$ cat config.mk
export PLATFORM = sky130hd
export DESIGN_NAME = frame_filter
export DESIGN_NICKNAME = d
export VERILOG_FILES = /design/src/ifm_pkg.sv /design/src/frame_filter.sv
export SDC_FILE = /design/constraint.sdc
export NUM_CORES = 1
export LEC_CHECK = 0
export BUFFER_PORTS_ARGS = -buffer_cell sky130_fd_sc_hd__buf_2
export CAP_MARGIN = 20
export CORE_AREA = 2 2 61 63
export CTS_BUF_LIST = sky130_fd_sc_hd__clkbuf_8
export DETAILED_ROUTE_END_ITERATION = 12
export DIE_AREA = 0 0 63 65
export HOLD_SLACK_MARGIN = 0.06
export PLACE_DENSITY = 0.73
export SLEW_MARGIN = 0
export SYNTH_ARGS = -nofsm -noshare
export SYNTH_HDL_FRONTEND = slang
export SYNTH_SLANG_ARGS = --single-unit
$ cat constraint.sdc
create_clock -name s2mm_clk -period 1.6 [get_ports s2mm_clk]
set_input_delay 0.08 -clock s2mm_clk [delete_from_list [all_inputs] [get_ports s2mm_clk]]
set_output_delay 0.08 -clock s2mm_clk [all_outputs]
set_load 0.01 [all_outputs]
$ cat src/ifm_pkg.sv
package ifm_pkg;

   // Frame payload per beat
   localparam int DATA_W = 64;

   // One keep bit per payload byte
   localparam int KEEP_W = DATA_W / 8;

   // FIFO word layout
   // last flag on top, keep in the middle, data at the bottom
   localparam int WORD_W = DATA_W + KEEP_W + 1;

   // Keep field starts right above the data
   localparam int KEEP_LSB = DATA_W;

   // Last flag is the top bit of the word
   localparam int LAST_BIT = KEEP_LSB + KEEP_W;

   // Data and good FIFO depth, 1024 words
   localparam int DEPTH_LOG2_DEF = 10;

   // Almost full level in words
   // leaves room for a max size frame already in progress
   localparam int AFULL_DEF = 700;

   // Verdict FIFO depth, 256 entries
   localparam int INFO_LOG2_DEF = 8;

endpackage
$ cat src/frame_filter.sv
module frame_filter (
   input  logic                       s2mm_clk,
   input  logic                       rst_n,
   input  logic [ifm_pkg::WORD_W-1:0] data_rdata,
   input  logic                       data_empty,
   output logic                       data_rden,
   input  logic                       info_rdata,
   input  logic                       info_empty,
   output logic                       info_rden,
   output logic [ifm_pkg::WORD_W-1:0] good_wdata,
   output logic                       good_wren,
   input  logic                       good_afull
);

   import ifm_pkg::*;

   // State encodings
   localparam logic [1:0] ST_IDLE = 2'd0;
   localparam logic [1:0] ST_COPY = 2'd1;
   localparam logic [1:0] ST_DROP = 2'd2;

   logic [1:0] state;
   logic [1:0] state_nxt;
   logic       word_last;
   logic       copy_ok;

   // Last flag of the data FIFO head
   assign word_last = data_rdata[LAST_BIT];

   // Copy needs a word and room downstream
   assign copy_ok = !data_empty && !good_afull;

   // Payload passes through unchanged
   assign good_wdata = data_rdata;

   always_comb begin
      state_nxt = state;
      data_rden = 1'b0;
      info_rden = 1'b0;
      good_wren = 1'b0;
      case (state)
         ST_IDLE: begin
            // One verdict per frame
            if (!info_empty) begin
               info_rden = 1'b1;
               state_nxt = info_rdata ? ST_COPY : ST_DROP;
            end
         end
         ST_COPY: begin
            if (copy_ok) begin
               data_rden = 1'b1;
               good_wren = 1'b1;
               if (word_last) begin
                  state_nxt = ST_IDLE;
               end
            end
         end
         ST_DROP: begin
            // Bad frame is read out and thrown away
            if (!data_empty) begin
               data_rden = 1'b1;
               if (word_last) begin
                  state_nxt = ST_IDLE;
               end
            end
         end
         default: begin
            state_nxt = ST_IDLE;
         end
      endcase
   end

   always_ff @(posedge s2mm_clk) begin
      if (!rst_n) begin
         state <= ST_IDLE;
      end else begin
         state <= state_nxt;
      end
   end

   // Dropped frames never reach the good FIFO
   a_no_write_drop: assert property (@(posedge s2mm_clk) disable iff (!rst_n)
      (state == ST_DROP) |-> !good_wren);

endmodule

# --- Word level (Yosys, flattened, before mapping) ---
# Index checks and enable logic that the tools add are counted.
totals:
  inputBits: 79
  out_inout_bits: 76
  register_bits: 2
  elab_cells: 23
classes:
  n_eq_ne: 5
  n_reduce_logical: 5
  muxes: 12
ops:
  columns: ["cell", "n"]
  rows:
  - ["$mux 2", 5]
  - ["$ne 2x2->1 const B", 3]
  - ["$pmux 2 s3", 1]
  - ["$mux 1", 5]
  - ["$reduce_and 3->1", 1]
  - ["$eq 2x1->1 const B", 1]
  - ["$eq 2x2->1 const B", 1]
  - ["$logic_not 1->1", 2]
  - ["$logic_not 2->1", 1]
  - ["$pmux 1 s2", 1]
  - ["$logic_and 1x1->1", 1]

# --- Logic depth before layout (Yosys ltp) ---
depth:
  ltp_word: 4
  depth_mapped: 5
  ltp_nobuf: 5

# --- Worst setup path after synthesis ---
# Ideal clock, no wire load.
synth_path:
  kind: "reg-to-output"
  start: "register state[1]"
  end: "output data_rden"
  arrival_time_ns: 1.115
  stages_incl_launch_ff: 5
  required_ns: 1.520
  path_slack_ns: 0.405
  n_path_buf: 0
  cell_sequence: "dfxtp_1 > inv_1 > ha_1 > nor3b_1 > o21a_1"
synth_via:
  elab_chain_cells: 2
  word_cells_on_any_way: 3
  cone_classes: "eq/ne (2); mux (1)"
synth_rtl:
  columns: ["item", "line", "text"]
  rows:
  - ["start: declaration", "frame_filter.sv:22", "logic [1:0] state;"]
  - ["start signal: assignment", "frame_filter.sv:77", "state <= state_nxt;"]
  - ["$eq 2x2->1 or $eq 2x1->1 (tied branches)", "frame_filter.sv:41", "case (state)"]
  - ["$pmux 1 s2 (*)", "frame_filter.sv:41", null]
  - ["end: declaration", "frame_filter.sv:6", "output logic data_rden,"]
# Mark *: on every way between the ends. The rest lies on a longest branch, timed or not.

# --- Worst setup path after layout ---
layout_path:
  start: "register state[0]"
  end: "output data_rden"
# The elaborated chain is that of the path after synthesis.

==> out/qor.txt <==
Die X = 63 um
Final Hold Viols = 0
biggest regs = state (2)
share of cells above drive strength 1 = 0.412
first-pass GRT wire length = 1.64 mm
Total Power = 0.419 mW
Max-slew headroom = 0.837
Final WS setup = 0.215 ns
Detail Placement HPWL = 1.00 mm
Comb power frac = 0.359
Least-Margin Pin Slew = 0.244 ns
Clock Pin Slew Worst Setup and Hold Paths = 0.03 ns
Sequential Power Share = 0.183
Sink Count = 2
max reg flops = 2
worst hold slack = 0.156 ns
Sw Pwr = 0.120 mW
synthesized area = 727 um2
Peak VDD IR = 0.000515 V
setup TNS = 0 ns
Nets = 118
max-slew violation count = 0
Setup Buffers After CTS = 0
leakage = 0.142 nW
Post-Syn Nets = 176
status = finished, final reports clean
CTS Buffer Depth = 2
met3 Use GR = 0.0573
Ports = 155
busiest metal layer after global routing = met4
Syn Inst Count = 94
die height = 65 um
Worst Skew = 0.00329 ns
num rows = 22
root buffer cell = clkbuf_8
Distinct cells, synth = 15
most common cell after layout, fill and taps aside = buf_2
Initial Util = 0.208
WP data required = 1.52 ns
Seq. cell area = 40.0 um2
Core Box Area = 0.00350 mm2
clk_lat worst skew = 0.21 ns
Hold Crit Class = in2reg
worst-path fanout max = 3
internal power = 0.299 mW
Most flops, register = state
port bufs = 10
most frequent cells in the layout = buf_2, ha_1, clkbuf_8
grt total ovfl = 0
gpl congestion = 0.653
Total GRT Usage = 0.0563
initial DRC count = 3
clock share of power = 0.458
Ant. Diodes = 0
pin count of the biggest net entering global routing = 5
register area share after synthesis = 0.0551
initial antenna violation count = 0
ANT nets after route = 0
Crit path arrival time = 1.31 ns
Final period util = 0.866
GRT met2 Usage = 0.0745
Setup WS pre-CTS = 0.366 ns
Final Routed Wirelength = 1.19 mm
DRC viols = 0
pwr dens = 1270 mW/mm2
CTS tree = yes
maximum clock rate = 0.722 GHz
vias per inst = 3.55
crit path capture type = primary output
number of global-route vias before repair = 307
minimum clock period = 1.39 ns
unrepaired setup endpoints after global routing = no
CP startpoint kind = flop
#FFs+latches synth = 2
Wirelength per Cell = 14.5 um
Synth Warn # = 0
Area Growth Syn to Fin = -54.6%
final setup vio count = 0
H-tree level count = 1
combined area of the multi-input logic cells = 131 um2
PostCTS Resize Cnt = 0
via count = 291
syn_area_per_cell = 7.73 um2
full die area = 0.00410 mm2
Fill cells = 414
DR pass1 iterations = 2
switch share = 0.286
met1 Use GR = 0.0198
Crit Path Category = reg2out
Num CTS Buffers = 3
max cap viols = 0
CTS Hold Buffers Added = 0
## power groups by stage
stage	sequential (mW)	clock (mW)	combinational [mW]
2_1_floorplan	0.0744	0	0.302
3_3_place_gp	0.0762	0	0.152
3_5_place_dp	0.0783	0	0.152
4_1_cts	0.0778	0.198	0.154
5_1_grt	0.0813	0.212	0.172
6_report	0.0768	0.192	0.150
## layout make-up
| class | instances | area share |
|---|---|---|
| multi-input combinational | 17 | 0.398 |
| tap | 48 | 0.182 |
| clock buffer | 3 | 0.125 |
| sequential | 2 | 0.121 |
| inverter | 2 | 0.0227 |
| timing repair buffer | 10 | 0.152 |
## path summary, 6_finish.rpt
check / startpoint / end / slack (ns) / depth (start not counted)
worst min-delay path: info_rdata / state[0] / 0.16 / 3
worst min register to register: state[1] / state[1] / 0.48 / 2
worst max register to register: state[0] / state[0] / 0.37 / 5
worst max-delay path: state[0] / data_rden / 0.21 / 5
## synthesized netlist by cell type, drive strengths merged
master | count | share of area
nand3b | 1 | 0.010
ha | 3 | 0.052
mux2i | 2 | 0.028
a22oi | 1 | 0.010
o21a | 1 | 0.010
nand2b | 1 | 0.0086
nor3b | 1 | 0.010
nand2 | 2 | 0.010
inv | 2 | 0.010
and2b | 1 | 0.012
nor2b | 1 | 0.0086
nand3 | 2 | 0.014
dfxtp | 2 | 0.055
o21ai | 1 | 0.0069
buf | 73 | 0.75
## worst max-delay path, stage by stage (launching register included)
cell	delay, ns
dfxtp_1	0.35
inv_1	0.07
ha_1	0.21
and2b_2	0.19
o21a_1	0.15
buf_2	0.13
## cells by family (layout without fill, tap and decap cells)
| family | count (synthesis) | after routing | share of synthesized area |
|---|---|---|---|
| compound gates | 3 | 3 | 0.0275 |
| fa+ha+maj | 3 | 3 | 0.0516 |
| buf+inv | 75 | 15 | 0.764 |
| flops | 2 | 2 | 0.0551 |
| mux | 2 | 2 | 0.0275 |
| simple gates | 9 | 9 | 0.0740 |
## per-layer routing
| layer | vias up | routed length, um | part of all wire |
|---|---|---|---|
| li1 | 99 | - | - |
| met1 | 98 | 181 | 0.15 |
| met2 | 54 | 483 | 0.41 |
| met3 | 40 | 317 | 0.27 |
| met4 | 0 | 209 | 0.18 |
| met5 | - | 0 | 0 |
## metrics by stage
step / cells / area, um2 / util
floorplan: 94 / 727 / -
global placement: 79 / 289 / 0.0827
detailed placement: 79 / 289 / 0.0827
CTS: 82 / 330 / 0.0945
global route: 82 / 330 / 0.0945
finish: 82 / 330 / 0.0945
No activity file was read; power rests on OpenSTA's default activity.
